<file path="src/hist_buf_pkg.sv">
// histogram buffer package: sensor, page and attribute geometry plus the sender FSM states
`default_nettype none

package hist_buf_pkg;

    localparam int num_sensors = 4;   // sensor ports
    localparam int sensor_w    = 2;   // sensor index
    localparam int sub_chn_w   = 2;   // histogram sub-channel
    localparam int frame_w     = 4;   // frame number bits
    localparam int color_w     = 2;   // four colors per histogram
    localparam int page_w      = 2;   // buffer page index
    localparam int word_w      = 8;   // 256 words per page
    localparam int num_pages   = 4;
    localparam int data_w      = 32;

    // attribute layout, msb first: {sensor, sub-channel, frame, color}
    localparam int attr_w = sensor_w + sub_chn_w + frame_w + color_w;

    typedef enum logic [2:0] {
        send_idle,    // waiting for a complete page
        send_load,    // start page table lookup
        send_addr,    // page base address
        send_run,     // aw bursts and w data
        send_drain    // waiting for the last write responses
    } sender_state_t;

endpackage

`default_nettype wire

</file>
<file path="src/hist_page_writer.sv">
// histogram page writer: arbitrates the sensors, grants one and writes its four colors into pages
`timescale 1ns/1ps
`default_nettype none

module hist_page_writer (
    input  wire                                   mclk,
    input  wire                                   rst,
    input  wire                                   en,
    input  wire  [hist_buf_pkg::num_sensors-1:0]  hist_request,
    input  wire  [hist_buf_pkg::frame_w-1:0]      frame [hist_buf_pkg::num_sensors],
    input  wire  [hist_buf_pkg::sub_chn_w-1:0]    hist_chn [hist_buf_pkg::num_sensors],
    input  wire  [hist_buf_pkg::num_sensors-1:0]  hist_dvalid,
    input  wire  [hist_buf_pkg::data_w-1:0]       hist_data [hist_buf_pkg::num_sensors],
    input  wire                                   buf_full,
    output logic [hist_buf_pkg::num_sensors-1:0]  hist_grant,
    output logic                                  wr_en,
    output logic [hist_buf_pkg::page_w-1:0]       wr_page,
    output logic [hist_buf_pkg::word_w-1:0]       wr_word,
    output logic [hist_buf_pkg::data_w-1:0]       wr_data,
    output logic                                  page_done,
    output logic [hist_buf_pkg::attr_w-1:0]       page_attr
);
    import hist_buf_pkg::*;

    logic                 busy;      // one sensor owns the buffer for four colors
    logic [sensor_w-1:0]  sel;       // selected sensor
    logic [sensor_w-1:0]  pick;      // lowest active request
    logic                 dav;       // selected dvalid
    logic                 dav_r;
    logic                 done_w;    // falling edge of dvalid, color complete
    logic                 grant_r;
    logic [color_w-1:0]   color;
    logic [sub_chn_w-1:0] chn_r;
    logic [frame_w-1:0]   frame_r;

    always_comb begin
        pick = '0;
        for (int i = num_sensors - 1; i >= 0; i--) begin
            if (hist_request[i]) pick = sensor_w'(i);   // lower index overrides
        end
    end

    assign dav       = busy && hist_dvalid[sel];
    assign done_w    = dav_r && !dav;
    assign wr_en     = dav_r;
    assign page_attr = {sel, chn_r, frame_r, color};  // color advances on page_done

    always_ff @(posedge mclk or posedge rst) begin
        if (rst) begin
            busy       <= 1'b0;
            sel        <= '0;
            dav_r      <= 1'b0;
            grant_r    <= 1'b0;
            hist_grant <= '0;
            page_done  <= 1'b0;
            color      <= '0;
            wr_page    <= '0;
            wr_word    <= '0;
        end else begin
            busy  <= en && (busy ? !(page_done && (&color)) : (|hist_request));
            dav_r <= en && dav;
            if (!busy) sel <= pick;                        // held while busy
            // no grant while a page count update is still in flight
            grant_r    <= en && busy && hist_request[sel] && !buf_full && !done_w && !page_done;
            hist_grant <= (en && grant_r && !done_w) ? num_sensors'(1'b1) << sel : '0;
            page_done  <= en && done_w;
            color      <= !en ? '0 : color + page_done;
            wr_page    <= !en ? '0 : wr_page + page_done;
            wr_word    <= dav_r ? wr_word + 1'b1 : '0;     // restarts every color
        end
    end

    always_ff @(posedge mclk) begin
        wr_data <= hist_data[sel];
        if (dav && !dav_r) begin                           // first word of a color
            chn_r   <= hist_chn[sel];
            frame_r <= frame[sel];
        end
    end

endmodule

`default_nettype wire

</file>
<file path="config.mk">
export PLATFORM = sky130hd
export DESIGN_NAME = hist_page_writer
export DESIGN_NICKNAME = d
export VERILOG_FILES = /design/src/hist_buf_pkg.sv /design/src/hist_page_writer.sv
export SDC_FILE = /design/constraint.sdc
export NUM_CORES = 1
export LEC_CHECK = 0
export BUFFER_PORTS_ARGS = -buffer_cell sky130_fd_sc_hd__buf_4
export CELL_PAD_IN_SITES_DETAIL_PLACEMENT = 0
export CELL_PAD_IN_SITES_GLOBAL_PLACEMENT = 1
export CORE_ASPECT_RATIO = 0.7
export CORE_MARGIN = 4
export CORE_UTILIZATION = 25
export CTS_CLUSTER_DIAMETER = 80
export DETAILED_ROUTE_END_ITERATION = 6
export PLACE_DENSITY_LB_ADDON = 0.25
export RECOVER_POWER = 25
export SYNTH_ARGS = -nofsm -noshare
export SYNTH_HDL_FRONTEND = slang
export SYNTH_SLANG_ARGS = --single-unit
export TNS_END_PERCENT = 1
</file>
<file path="constraint.sdc">
create_clock -name mclk -period 2.05 [get_ports mclk]
set_input_delay 0.205 -clock mclk [delete_from_list [all_inputs] [get_ports mclk]]
set_output_delay 0.205 -clock mclk [all_outputs]
set_load 0.005 [all_outputs]
</file>
==> key figures <==
Run status
  – Status: complete, but fails checks
  – Failing checks: negative hold slack

Synthesis
  – Number of flops mapped to enable cells by yosys: 6
  – Post-synthesis cell type count: 29
  – Post-synth ARST share: 0.367
  – Compound-gate portion of the synthesized area: 0.0283
  – Biggest area consumer among synthesized cells: mux4_2
  – Most area-consuming cells after synthesis: mux4_2 32%, dfxtp_1 23%, dfrtp_1 20%, edfxtp_1 6.6%, and2_1 1.4%
  – Ys flop type: dfxtp_1
  – Adder-Cell Fraction of Synth Area: 0.0137
  – Synthesized area per cell: approximately 16 µm²
  – Area share of xor/xnor cells in the synthesized design: 0.0160
  – Share of the synthesized area in the top cell type: 0.320
  – Mapped Cells: about 170
  – Syn Nets: between 300 and 400
  – Synthesis Warnings: 0
  – Mapped Area: 0.00274 mm²
  – Synth Register Bits: 60
  – Post-Synth Simple-Gate Area: 0.0857
  – Largest family of logic cells by synthesized area: multiplexers
  – Multiplexer share of the synthesized area: 0.327
  – Post-synthesis sequential area ratio: 0.500

STA
  – Final clock skew: around 0.0052 ns
  – Final setup vio count: 0
  – Post-layout min period: between 1.5 and 2 ns
  – Slew Limit Fails: 0
  – Tcrit/Tclk final: 0.762
  – Hold Vio Cnt, Final: 16
  – RSZ-0062 raised after global routing: no
  – Fin Hold WS: -0.00527 ns
  – Slew headroom: 0.540
  – Achievable Freq: 641 MHz
  – Worst Tran Pin Value: ~0.69 ns
  – Post-route setup TNS: 0 ns

Place
  – Final GP Congestion: 0.703
  – Cell Area, Placed: between 0.004 and 0.005 mm²
  – PortBufs: ~220
  – DP Wirelength: ~7600 µm

Worst setup path
  – Critical path class: reg2reg
  – Required time of the worst setup path: roughly 2.1 ns
  – Critical path's slowest cell: mux4_2
  – CP Data Arrival Time: 1.62 ns
  – Reg2Reg Launch Point: sel[0]$_DFFE_PP0N_
  – Startpoint types: flip-flop
  – CP Buf/Inv Count: 1
  – Reg-to-Reg End: frame_r[0]$_DFFE_PP_
  – Crit end category: flip-flop
  – Critical path's largest stage delay: roughly 0.52 ns
  – Crit-path cells: buf_4 > mux4_2
  – Worst Path Max Fanout: 10
  – Worst Reg2Reg Path Length in Cells: 2
  – Crit-path leading delay family: multiplexers
  – Reg2Reg Setup Slack: ~0.49 ns

Clock tree
  – Worst-path clk slew: approximately 0.060 ns
  – Clk buf depth: 2
  – H-tree levels: 3
  – Post-CTS setup buffers: 0
  – Resized cells post-CTS: 0
  – Cts bufs inserted: 9
  – Post-CTS Hold Buffers: 0
  – Later-pin clock latency in the skew report: ~0.32 ns
  – Clock Sinks: 60
  – CTS tree: built
  – CTS Root Buffer Type: clkbuf_16

Detailed routing
  – 1st-iter DRT viols: about 80
  – DR pass1 iterations: 4
  – Total number of vias: 2411
  – Routed Wire Length: between 9000 and 10000 µm
  – Avg WL per Cell: around 17 µm
  – DRC Markers: 0
  – Via density: between 4 and 5
  – Post-DRT Antenna Nets: 0

Die
  – FP Rows: 31
  – I/O pin count: 222
  – Die H: roughly 96 µm
  – Die area: approximately 0.013 mm²
  – Die W: between 100 and 150 µm
  – Core Area: roughly 0.011 mm²
  – Starting Density: 0.261

Final layout
  – Commonest non-fill, non-tap cell in the layout: buf_4
  – Layout cells sized above 1: 0.710
  – Final nets: ~570
  – Filler Cell Count: 965
  – Layout area overhead: 78.2%
  – Utilization after layout: 0.465
  – Antenna diode count: 0
  – Post-route cell area: slightly below 0.005 mm²
  – Most frequent cells in the layout: 215 x buf_4, 39 x mux4_2, 32 x dfxtp_1

Worst hold path
  – Hold Crit Class: in2async

Global route
  – Number of global-route vias before repair: approximately 2700
  – First-pass GRT wire length: between 10000 and 15000 µm
  – M1 GR Usage: 0.167
  – Met3 Use GR: 0.0717
  – Antenna violations before repair: 0
  – Gr busiest metal: met2
  – Overflow after GRT: 0
  – Largest net degree at the start of global routing: 27
  – Met2 Usage GRT: 0.236
  – GRT Overall Usage: 0.145

Power
  – Maximum vdd ir drop: 314 µV
  – Tot Pwr: 3680 µW
  – P per Cell Area: 752 mW/mm²
  – Pleak: roughly 0.0022 µW

Run
  – Max_cap viols: 0
where the power goes:
part	total, µW	internal, µW	switching, µW
combinational	738	507	232
clock	1580	1040	537
sequential	1360	1310	47.7
total	3680	2860	816
sequential cells by signal, indices dropped and copies added, names as in the netlist:
signal / cells
wr_word: 8
color: 2
chn_r: 2
wr_data: 32
sel: 2
grant_r: 1
frame_r: 4
page_done: 1
hist_grant: 4
busy: 1
wr_page: 2
wr_en: 1
worst register-to-register path: stages (launching register included):
cell and delay [ns]:
dfrtp_2 0.51, buf_4 0.27, mux4_2 0.52
kinds of logic after synthesis:
group	count (synthesis)
flops	60
mux	41
simple gates	40
buf+inv	12
compound gates	11
xor+xnor	5
fa+ha+maj	3
metal layers:
metal | vias up | wire [µm]
met5 | - | 0
met4 | 0 | 136
met3 | 11 | 955
met2 | 122 | 4580
met1 | 1141 | 3490
li1 | 1137 | -
worst max path at each step:
| stage | depth (start not counted) | to | start | slack (ns) |
|---|---|---|---|---|
| detailed placement | 2 | frame_r[0]$_DFFE_PP_ | sel[0]$_DFFE_PP0N_ | 0.45 |
| finish | 2 | frame_r[0]$_DFFE_PP_ | sel[0]$_DFFE_PP0N_ | 0.49 |
| global placement | 2 | wr_data[1]$_DFF_P_ | sel[0]$_DFFE_PP0N_ | 0.48 |
| floorplan | 4 | chn_r[0]$_DFFE_PP_ | sel[0]$_DFFE_PP0N_ | 0.53 |
| global route | 2 | wr_data[12]$_DFF_P_ | sel[0]$_DFFE_PP0N_ | 0.37 |
| CTS | 2 | frame_r[0]$_DFFE_PP_ | sel[0]$_DFFE_PP0N_ | 0.45 |
synthesized netlist by cell type, types with 4 or more instances:
| cell | instances |
|---|---|
| edfxtp_1 | 6 |
| dfrtp_1 | 22 |
| buf_2 | 4 |
| dfxtp_1 | 32 |
| o21ai_0 | 4 |
| mux4_2 | 39 |
| nand2_1 | 7 |
| and2_1 | 6 |
| buf_4 | 4 |
| xor2_1 | 4 |
| nor2_1 | 9 |
| a21oi_1 | 4 |
metrics by stage:
stage               worst slack [ns]  cells
CTS                            0.449    555
detailed placement             0.453    539
global placement               0.482    539
floorplan                      0.528    172
global route                   0.371    555
finish                         0.489    555
layout make-up:
type                            instances  area (µm²)  area share
Timing Repair Buffer                  229        1710       0.349
Clock inverter                          5        57.6      0.0118
Tap cell                              148         185      0.0379
Sequential cell                        60        1370       0.281
Multi-Input combinational cell        100        1290       0.264
Inverter                                2        7.51     0.00154
Clock buffer                           11         264      0.0540
Power figures use the tool's default switching activity.
