### config.mk
export PLATFORM = sky130hd
export DESIGN_NAME = hist_saxi_sender
export DESIGN_NICKNAME = d
export VERILOG_FILES = /design/src/hist_axi_pkg.sv /design/src/hist_buf_pkg.sv /design/src/hist_saxi_sender.sv
export SDC_FILE = /design/constraint.sdc
export NUM_CORES = 1
export LEC_CHECK = 0
export ABC_AREA = 1
export BUFFER_PORTS_ARGS = -buffer_cell sky130_fd_sc_hd__buf_4
export CAP_MARGIN = 30
export CORE_MARGIN = 2
export CORE_UTILIZATION = 64
export CTS_CLUSTER_DIAMETER = 30
export DETAILED_ROUTE_END_ITERATION = 6
export PLACE_DENSITY_LB_ADDON = 0.1
export SLEW_MARGIN = 25
export SYNTH_ARGS = -nofsm -noshare
export SYNTH_HDL_FRONTEND = slang
export SYNTH_SLANG_ARGS = --single-unit
### constraint.sdc
create_clock -name mclk -period 4.95 [get_ports mclk]
set_input_delay 0.7425 -clock mclk [delete_from_list [all_inputs] [get_ports mclk]]
set_output_delay 0.7425 -clock mclk [all_outputs]
set_load 0.005 [all_outputs]
### src/hist_axi_pkg.sv
// AXI package: write channel widths, fixed AW field values and the command register map
`default_nettype none

package hist_axi_pkg;

    localparam int axi_addr_w      = 32;
    localparam int axi_id_w        = 6;    // {sensor, sub-channel, color}
    localparam int burst_words     = 16;
    localparam int bursts_per_page = 16;

    localparam logic [3:0] axi_len   = 4'd15;   // 16 beats
    localparam logic [1:0] axi_size  = 2'd2;    // 4 bytes per beat
    localparam logic [1:0] axi_burst = 2'b01;   // incrementing
    localparam logic [3:0] axi_cache = 4'h3;
    localparam logic [2:0] axi_prot  = 3'h0;
    localparam logic [1:0] axi_lock  = 2'h0;
    localparam logic [3:0] axi_qos   = 4'h0;
    localparam logic [3:0] axi_strb  = 4'hf;    // all bytes

    localparam int start_page_w = 20;   // 4 KB page number
    localparam int cmd_addr_w   = 5;
    localparam int cmd_data_w   = 32;
    localparam logic [cmd_addr_w-1:0] reg_mode_addr = 5'd16;  // start page table sits below
    localparam int mode_en_bit  = 0;

endpackage

`default_nettype wire

### src/hist_buf_pkg.sv
// histogram buffer package: sensor, page and attribute geometry plus the sender FSM states
`default_nettype none

package hist_buf_pkg;

    localparam int num_sensors = 4;   // sensor ports
    localparam int sensor_w    = 2;   // sensor index
    localparam int sub_chn_w   = 2;   // histogram sub-channel
    localparam int frame_w     = 4;   // frame number bits
    localparam int color_w     = 2;   // four colors per histogram
    localparam int page_w      = 2;   // buffer page index
    localparam int word_w      = 8;   // 256 words per page
    localparam int num_pages   = 4;
    localparam int data_w      = 32;

    // attribute layout, msb first: {sensor, sub-channel, frame, color}
    localparam int attr_w = sensor_w + sub_chn_w + frame_w + color_w;

    typedef enum logic [2:0] {
        send_idle,    // waiting for a complete page
        send_load,    // start page table lookup
        send_addr,    // page base address
        send_run,     // aw bursts and w data
        send_drain    // waiting for the last write responses
    } sender_state_t;

endpackage

`default_nettype wire

### src/hist_saxi_sender.sv
// histogram AXI sender: start page table, page address and AW/W/B channel control
`timescale 1ns/1ps
`default_nettype none

module hist_saxi_sender (
    input  wire                                   mclk,
    input  wire                                   rst,
    input  wire                                   en,
    input  wire                                   cmd_we,
    input  wire  [hist_axi_pkg::cmd_addr_w-1:0]   cmd_addr,
    input  wire  [hist_axi_pkg::cmd_data_w-1:0]   cmd_data,
    input  wire                                   head_valid,
    input  wire  [hist_buf_pkg::attr_w-1:0]       head_attr,
    input  wire  [hist_buf_pkg::data_w-1:0]       fifo_data,
    input  wire                                   fifo_nempty,
    input  wire                                   saxi_awready,
    input  wire                                   saxi_wready,
    input  wire                                   saxi_bvalid,
    output logic                                  page_release,
    output logic                                  fifo_pop,
    output logic [hist_axi_pkg::axi_addr_w-1:0]   saxi_awaddr,
    output logic                                  saxi_awvalid,
    output logic [hist_axi_pkg::axi_id_w-1:0]     saxi_awid,
    output logic [3:0]                            saxi_awlen,
    output logic [1:0]                            saxi_awsize,
    output logic [1:0]                            saxi_awburst,
    output logic [3:0]                            saxi_awcache,
    output logic [2:0]                            saxi_awprot,
    output logic [1:0]                            saxi_awlock,
    output logic [3:0]                            saxi_awqos,
    output logic [hist_buf_pkg::data_w-1:0]       saxi_wdata,
    output logic                                  saxi_wvalid,
    output logic [hist_axi_pkg::axi_id_w-1:0]     saxi_wid,
    output logic                                  saxi_wlast,
    output logic [3:0]                            saxi_wstrb,
    output logic                                  saxi_bready
);
    import hist_buf_pkg::*;
    import hist_axi_pkg::*;

    logic [start_page_w-1:0]       start_tab [1 << (sensor_w + sub_chn_w)];
    sender_state_t                 state;
    logic [attr_w-1:0]             attr_r;      // attribute of the page in flight
    logic [start_page_w-1:0]       sp_r;
    logic [sensor_w+sub_chn_w-1:0] tab_idx;     // {sensor, sub-channel}
    logic [frame_w-1:0]            attr_frame;
    logic [color_w-1:0]            attr_color;
    logic [4:0]                    aw_cnt;      // accepted AW bursts
    logic [4:0]                    wb_cnt;      // completed W bursts
    logic [4:0]                    b_cnt;       // write responses
    logic [3:0]                    w_cnt;       // beat within a burst

    assign tab_idx    = attr_r[attr_w-1 -: sensor_w + sub_chn_w];
    assign attr_frame = attr_r[color_w +: frame_w];
    assign attr_color = attr_r[color_w-1:0];

    assign saxi_awid    = {tab_idx, attr_color};
    assign saxi_wid     = {tab_idx, attr_color};
    assign saxi_awlen   = axi_len;
    assign saxi_awsize  = axi_size;
    assign saxi_awburst = axi_burst;
    assign saxi_awcache = axi_cache;
    assign saxi_awprot  = axi_prot;
    assign saxi_awlock  = axi_lock;
    assign saxi_awqos   = axi_qos;
    assign saxi_wstrb   = axi_strb;
    assign saxi_bready  = 1'b1;
    assign saxi_wdata   = fifo_data;
    assign saxi_wlast   = &w_cnt;
    // W never runs ahead of its AW burst
    assign saxi_wvalid  = (state == send_run) && (wb_cnt < aw_cnt) && fifo_nempty;
    assign fifo_pop     = saxi_wvalid && saxi_wready;

    always_ff @(posedge mclk) begin
        if (cmd_we && cmd_addr < reg_mode_addr) begin
            start_tab[cmd_addr[sensor_w+sub_chn_w-1:0]] <= cmd_data[start_page_w-1:0];
        end
        if (state == send_idle) attr_r <= head_attr;
        if (state == send_load) sp_r <= start_tab[tab_idx];
        if (state == send_addr) begin
            // 4 KB page from start page plus frame, color picks the 1 KB quarter
            saxi_awaddr <= {sp_r + start_page_w'(attr_frame), attr_color, 10'b0};
        end else if (saxi_awvalid && saxi_awready) begin
            saxi_awaddr <= saxi_awaddr + axi_addr_w'(burst_words * 4);
        end
    end

    always_ff @(posedge mclk or posedge rst) begin
        if (rst) begin
            state        <= send_idle;
            saxi_awvalid <= 1'b0;
            page_release <= 1'b0;
            aw_cnt       <= '0;
            wb_cnt       <= '0;
            b_cnt        <= '0;
            w_cnt        <= '0;
        end else begin
            page_release <= 1'b0;
            if (saxi_awvalid && saxi_awready) aw_cnt <= aw_cnt + 1'b1;
            if (fifo_pop) w_cnt <= w_cnt + 1'b1;
            if (fifo_pop && saxi_wlast) wb_cnt <= wb_cnt + 1'b1;
            if (saxi_bvalid) b_cnt <= b_cnt + 1'b1;
            case (state)
                send_idle: begin
                    if (head_valid && !page_release) state <= send_load;  // count not yet updated
                end
                send_load: state <= send_addr;
                send_addr: begin
                    aw_cnt       <= '0;
                    wb_cnt       <= '0;
                    b_cnt        <= '0;
                    w_cnt        <= '0;
                    saxi_awvalid <= 1'b1;
                    state        <= send_run;
                end
                send_run: begin
                    if (saxi_awvalid && saxi_awready && aw_cnt == 5'(bursts_per_page - 1)) begin
                        saxi_awvalid <= 1'b0;                           // last AW of the page
                    end
                    if (wb_cnt == 5'(bursts_per_page)) state <= send_drain;
                end
                send_drain: begin
                    if (b_cnt == 5'(bursts_per_page)) begin
                        page_release <= 1'b1;
                        state        <= send_idle;
                    end
                end
                default: state <= send_idle;
            endcase
            if (!en) begin
                state        <= send_idle;
                saxi_awvalid <= 1'b0;
                page_release <= 1'b0;
            end
        end
    end

endmodule

`default_nettype wire

==> results of run 1 <==
-- area by class of cell --
class	count	area [µm²]
clock buffer	89	1990
tap	384	480
clock inverter	50	583
sequential	400	11900
multi-input combinational	945	4770
fill	1876	6980
inverter	244	916
timing repair buffer	112	888
-- critical path, delay by kind of cell (launching register included) --
family / cells / cell delay, ns
adders and majority gates: 1 / 0.31
buffers and inverters: 2 / 0.30
DFF: 1 / 0.43
and+or+nand+nor: 4 / 0.40
-- sequential cells by signal (all words and copies together) (netlist names) --
name / flops
start_tab: 320
saxi_awaddr: 26
sp_r: 20
attr_r: 10
aw_cnt: 5
b_cnt: 5
wb_cnt: 5
w_cnt: 4
state: 3
page_release: 1
saxi_awvalid: 1
-- power by group --
part	switching [mW]	internal, mW
sequential	0.156	3.93
combinational	1.04	0.507
clock	1.71	3.37
total	2.91	7.81
-- metrics by stage --
| step | area (µm²) | util, % | power [mW] |
|---|---|---|---|
| after floorplan | 18500 | - | 5.23 |
| after CTS | 21500 | 75.4 | 10.7 |
| after detailed placement | 18900 | 66.3 | 5.66 |
| after global routing | 21500 | 75.5 | 11.1 |
| after global placement | 18900 | 66.3 | 5.61 |
| final | 21500 | 75.5 | 10.7 |
-- final timing paths --
| kind | start | endpoint | slack [ns] |
|---|---|---|---|
| max | wb_cnt[4]$_DFFE_PP0P_ | fifo_pop | 2.20 |
| min | rst | b_cnt[1]$_DFFE_PP0P_ | 0.20 |
| max reg2reg | sp_r[0]$_DFFE_PP_ | saxi_awaddr[26]$_DFFE_PP_ | 2.51 |
| min reg2reg | aw_cnt[3]$_DFFE_PP0P_ | aw_cnt[3]$_DFFE_PP0P_ | 0.46 |
| max in group asynchronous | rst | aw_cnt[1]$_DFFE_PP0P_ | 4.30 |
| min in group mclk | head_attr[7] | attr_r[7]$_DFFE_PP_ | 0.35 |
-- synth_stat cells --
cell	number
buf_8	1
nand3_2	1
o21a_1	1
a22oi_1	1
nand2_1	272
o211ai_1	83
nor3_1	10
nand3b_1	7
xor2_1	9
nor2_1	82
buf_1	5
buf_2	25
nand2_2	1
edfxtp_1	372
nand4_2	1
o21ai_0	90
fa_1	1
nand3_4	1
o21bai_1	3
nor3b_1	1
clkbuf_1	23
or2_1	1
inv_1	244
o22ai_1	4
nand4_1	9
ha_1	16
a211oi_1	1
conb_1	2
a31oi_1	5
o21ai_1	12
dfrtp_1	24
dfxtp_1	4
nand3_1	192
o31ai_1	2
nor2_2	7
buf_6	9
a21oi_1	99
nor2_4	1
buf_4	85
-- logic make-up after synthesis --
family	count (synthesis)
compound gates	301
buf+inv	392
fa+ha+maj	17
xor+xnor	9
other cells	2
flops	400
simple gates	586
-- routing by layer --
layer | vias up | GRT usage, % | wire length, µm
met2 | 583 | 46.7 | 20600
met5 | - | 0 | 0
met1 | 6007 | 37.5 | 17100
met3 | 118 | 4.82 | 3130
met4 | 0 | 12.5 | 1400
li1 | 5954 | - | -
==> metrics.txt, run 1 <==
Vias=12.7k; Synth Register Bits=400; count of pins over their slew limit=0; Worst slew margin=28.4%; largest family of logic cells by synthesized area=simple AND/OR/NAND/NOR gates; GPL Wtd Cong=0.909; DIE AREA=30100 µm²; drt drc=0; P&R area growth vs syn=17.0%; GRT overflow=0; die width=173 µm; Adder-Cell Fraction of Synth Area=1.20%; RSZ-0062 raised after global routing=false; Worst-Margin Slew=1.07 ns; dpl ws=2.21 ns; Min-Delay Path Class=in2async; TritonRoute pass-1 iters=6; leading cell type in the layout, fill and taps excluded=edfxtp_1; ANT nets after route=0; simple-gate portion of the synthesized area=14.0%; multiplexer share of the synthesized area=0%; Layout Cells excl Fill=2224; num ports=195; Vias/cell=5.69; # hold bufs at CTS=0; worst-case reg-to-reg path depth=9; share of cells above drive strength 1=14.2%; IO buf count=86; CTS tree=yes; largest net degree at the start of global routing=265; Root Driver=clkbuf_16; most used cell, CP=nand2_1; die height=173 µm; Leak=8.59 nW; crit end category=primary output; DR WL/cell=19.0 µm; clk_lat worst skew=0.58 ns; Final Cycle Share=55.6%; maxcap violations=0; Total GRT Usage=28.3%; Warnings, synthesis=0; crit-path cells=ha_1 > nand2_1 > nor2_1 > nand2_1 > nand4_1 > inv_1 > buf_4; n_diodes=0; vias in the first global route=12.2k; # resized after CTS=0; Startpoint Class=register; cell count after synthesis=1707; Syn Area/Cell=10.8 µm²; Max stage delay on crit path=0.43 ns; post-synthesis xor/xnor area fraction=0.429%; net count reported at finish=1885; area of the mapped netlist=18400 µm²; fmax=0.364 GHz; initial core utilization=64.5%; HPWL after DPL=23.9 mm; crit-path max FO=4; Synth area leaders=edfxtp_1 (61%), nand2_1 (5.6%), nand3_1 (5.2%); final worst clock skew=0.0248 ns; clk slew on worst S/H paths=0.04 ns; power per cell area=499 nW/µm²; Netlist cell types=39; first-pass GRT wire length=65.4 mm; Seq/Total Area, Yosys=64.5%; post-synth top area share=60.8%; cell taking the most area after synthesis=edfxtp_1; hold slack=0.198 ns; final wirelength=42.2 mm; row cnt=62; Core Area=28500 µm²; Final setup viols=0; dpl cells=2083; most frequent cells in the layout=edfxtp_1 (372), nand2_1 (272), inv_1 (244); Synth Area in Compound Gates=9.50%; initial antenna violation count=0; Final Hold Viols=0; CP max-delay cell=dfrtp_1; Num CTS Buffers=77; required time worst endpoint=4.21 ns; Clock Tree Buf Depth=3; clk sinks=400; worst path arrival time=2.01 ns; Final Worst Setup Slack=2.20 ns; run status=finished, final reports clean; setup_tns=0 ns; worst ir drop on vdd=555 µV; crit path time final=2.75 ns; CP Class=reg2out; Initial DRC Count=1506; H-tree depth=3; Post-CTS Setup Inserts=0
Note: power is estimated with default switching activity, not from simulation.
==> inputs of run 2 (changes only) <==
--- a/config.mk
+++ b/config.mk
@@ -9,7 +9,7 @@
 export BUFFER_PORTS_ARGS = -buffer_cell sky130_fd_sc_hd__buf_4
 export CAP_MARGIN = 30
 export CORE_MARGIN = 2
-export CORE_UTILIZATION = 64
+export CORE_UTILIZATION = 53
 export CTS_CLUSTER_DIAMETER = 30
 export DETAILED_ROUTE_END_ITERATION = 6
 export PLACE_DENSITY_LB_ADDON = 0.1
==> constraint.sdc (replaced) <==
create_clock -name mclk -period 2.3 [get_ports mclk]
set_input_delay 0.345 -clock mclk [delete_from_list [all_inputs] [get_ports mclk]]
set_output_delay 0.345 -clock mclk [all_outputs]
set_load 0.005 [all_outputs]
==> run 2 against run 1 <==
Die area increased by 20%. Flip-flop and latch count stayed put. Critical endpoint unchanged. Clock skew decreased by 0.014 ns. Total power up 130%. Largest cell class unchanged. Clock power grew 140%. Critical path depth increased by 1. Non-clock buffer count is 38 higher.
==> metrics.txt, run 2 (synthesis gave the netlist of run 1 again) <==
num ports=195 (unchanged); fmax=0.452 GHz; Max stage delay on crit path=0.37 ns (was 0.43 ns); clk sinks=400 (unchanged); P&R area growth vs syn=21.3% (was 17.0%); crit path time final=2.21 ns; initial antenna violation count=0 (unchanged); Final Cycle Share=96.1%; most frequent cells in the layout=edfxtp_1 (372), nand2_1 (271), inv_1 (242) (was edfxtp_1 (372), nand2_1 (272), inv_1 (244)); crit-path max FO=4 (unchanged); Vias=12.6k (was 12.7k); WP buf/inv=3 (was 2); maxcap violations=0 (unchanged); share of cells above drive strength 1=16.2% (was 14.2%); Final setup viols=0 (unchanged); power per cell area=1100 nW/µm² (was 499 nW/µm²); hold slack=0.0339 ns (was 0.198 ns); die width=190 µm (was 173 µm); Worst slew margin=53.9% (was 28.4%); first-pass GRT wire length=66.4 mm (was 65.4 mm); Worst-Margin Slew=0.691 ns (was 1.07 ns); crit-path cells=inv_2 > ha_4 > nand2_1 > nand2_1 > nor2_1 > nand4_1 > inv_2 > buf_4 (was ha_1 > nand2_1 > nor2_1 > nand2_1 > nand4_1 > inv_1 > buf_4); row cnt=68 (was 62); H-tree depth=3 (unchanged); Root Driver=clkbuf_16 (unchanged); net count reported at finish=1927 (was 1885); die height=190 µm (was 173 µm); worst ir drop on vdd=685 µV (was 555 µV); n_diodes=0 (unchanged); Top delay family on crit path=simple AND/OR/NAND/NOR gates (was flip-flops); vias in the first global route=12.1k (was 12.2k); crit end category=primary output (unchanged); CTS tree=yes (unchanged); Leak=8.95 nW (was 8.59 nW); initial core utilization=53.4% (was 64.5%); Final Hold Viols=0 (unchanged); GPL Wtd Cong=0.947 (was 0.909); TritonRoute pass-1 iters=5 (was 6); largest net degree at the start of global routing=87 (was 265); HPWL after DPL=25.8 mm (was 23.9 mm); Min-Delay Path Class=in2reg (was in2async); CP max-delay cell=dfrtp_1 (unchanged); IO buf count=86 (unchanged); Layout Cells excl Fill=2342 (was 2224); max FFs per register=320 (unchanged); CP Class=reg2out (unchanged); worst reg2reg setup slack=0.20 ns (was 2.51 ns); Startpoint Class=register (unchanged); worst path arrival time=1.87 ns (was 2.01 ns); dpl ws=0.207 ns (was 2.21 ns); final worst clock skew=0.0110 ns (was 0.0248 ns); Clock Tree Buf Depth=3 (unchanged); drt drc=0 (unchanged); GRT overflow=0 (unchanged); dpl cells=2176 (was 2083); required time worst endpoint=1.96 ns (was 4.21 ns); Core Area=34400 µm² (was 28500 µm²); setup_tns=0 ns (unchanged); run status=finished, final reports clean (unchanged); clk slew on worst S/H paths=0.04 ns (about the same); DR WL/cell=18.5 µm (was 19.0 µm); count of pins over their slew limit=0 (unchanged); ANT nets after route=0 (unchanged); DIE AREA=36200 µm² (was 30100 µm²); Final Worst Setup Slack=0.0896 ns (was 2.20 ns); Total GRT Usage=24.3% (was 28.3%); final wirelength=43.4 mm (was 42.2 mm); clk_lat worst skew=0.58 ns (about the same); Vias/cell=5.36 (was 5.69); leading cell type in the layout, fill and taps excluded=edfxtp_1 (unchanged); Num CTS Buffers=81 (was 77); Initial DRC Count=1170 (was 1506)
-- run 2: power by group --
| part | leakage [nW] | total [mW] | switching, mW | internal [mW] |
|---|---|---|---|---|
| Clock | 1.40 | 12.2 | 3.72 | 8.48 |
| Sequential | 3.73 | 8.82 | 0.356 | 8.46 |
| Combinational | 3.82 | 3.47 | 2.26 | 1.21 |
| Total | 8.95 | 24.5 | 6.33 | 18.2 |
-- run 2: final timing paths --
path / from / endpoint / cells past startpoint
worst max-delay path: aw_cnt[4]$_DFFE_PP0P_ / fifo_pop / 8
worst min-delay path: en / page_release$_DFF_PP0_ / 3
worst max register to register: attr_r[2]$_DFFE_PP_ / saxi_awaddr[26]$_DFFE_PP_ / 9
worst min register to register: b_cnt[4]$_DFFE_PP0P_ / b_cnt[4]$_DFFE_PP0P_ / 1
max in group asynchronous: rst / wb_cnt[2]$_DFFE_PP0P_ / 4
min in group asynchronous: rst / b_cnt[0]$_DFFE_PP0P_ / 4
-- run 2: repair_timing --
action,4_1_cts,5_1_grt
pin swaps,1,2
hold endpoints to repair,34,0
buffers inserted,1,6
endpoints found under the setup margin,1,2
hold buffers,11,0
gates resized for setup,1,8
-- run 2: per-layer routing --
layer	wire, µm	track usage (%)
met4	1270	9.39
met3	2960	4.65
met1	18500	32.4
met5	0	0
met2	20700	39.5
-- run 2: final cells by class --
class	instances	area [µm²]
fillers	2666	12100
clock inverters	53	751
repair buffers	150	1270
well taps	455	569
flip-flops and latches	400	11900
clock buffers	95	2120
inverters	244	916
multi-input cells	945	4800
-- run 2: worst min-delay path: stages --
cell     delay, ns
buf_4         0.13
nand2_1       0.06
nor2_1        0.03
-- run 2: stage by stage --
| step | instance area [µm²] | power, mW | utilization (%) |
|---|---|---|---|
| floorplan | 18500 | 11.3 | - |
| global placement | 19200 | 12.3 | 55.9 |
| detailed placement | 19200 | 12.4 | 55.9 |
| CTS | 22200 | 24.6 | 64.6 |
| global route | 22300 | 25.5 | 64.8 |
| finish | 22300 | 24.5 | 64.8 |
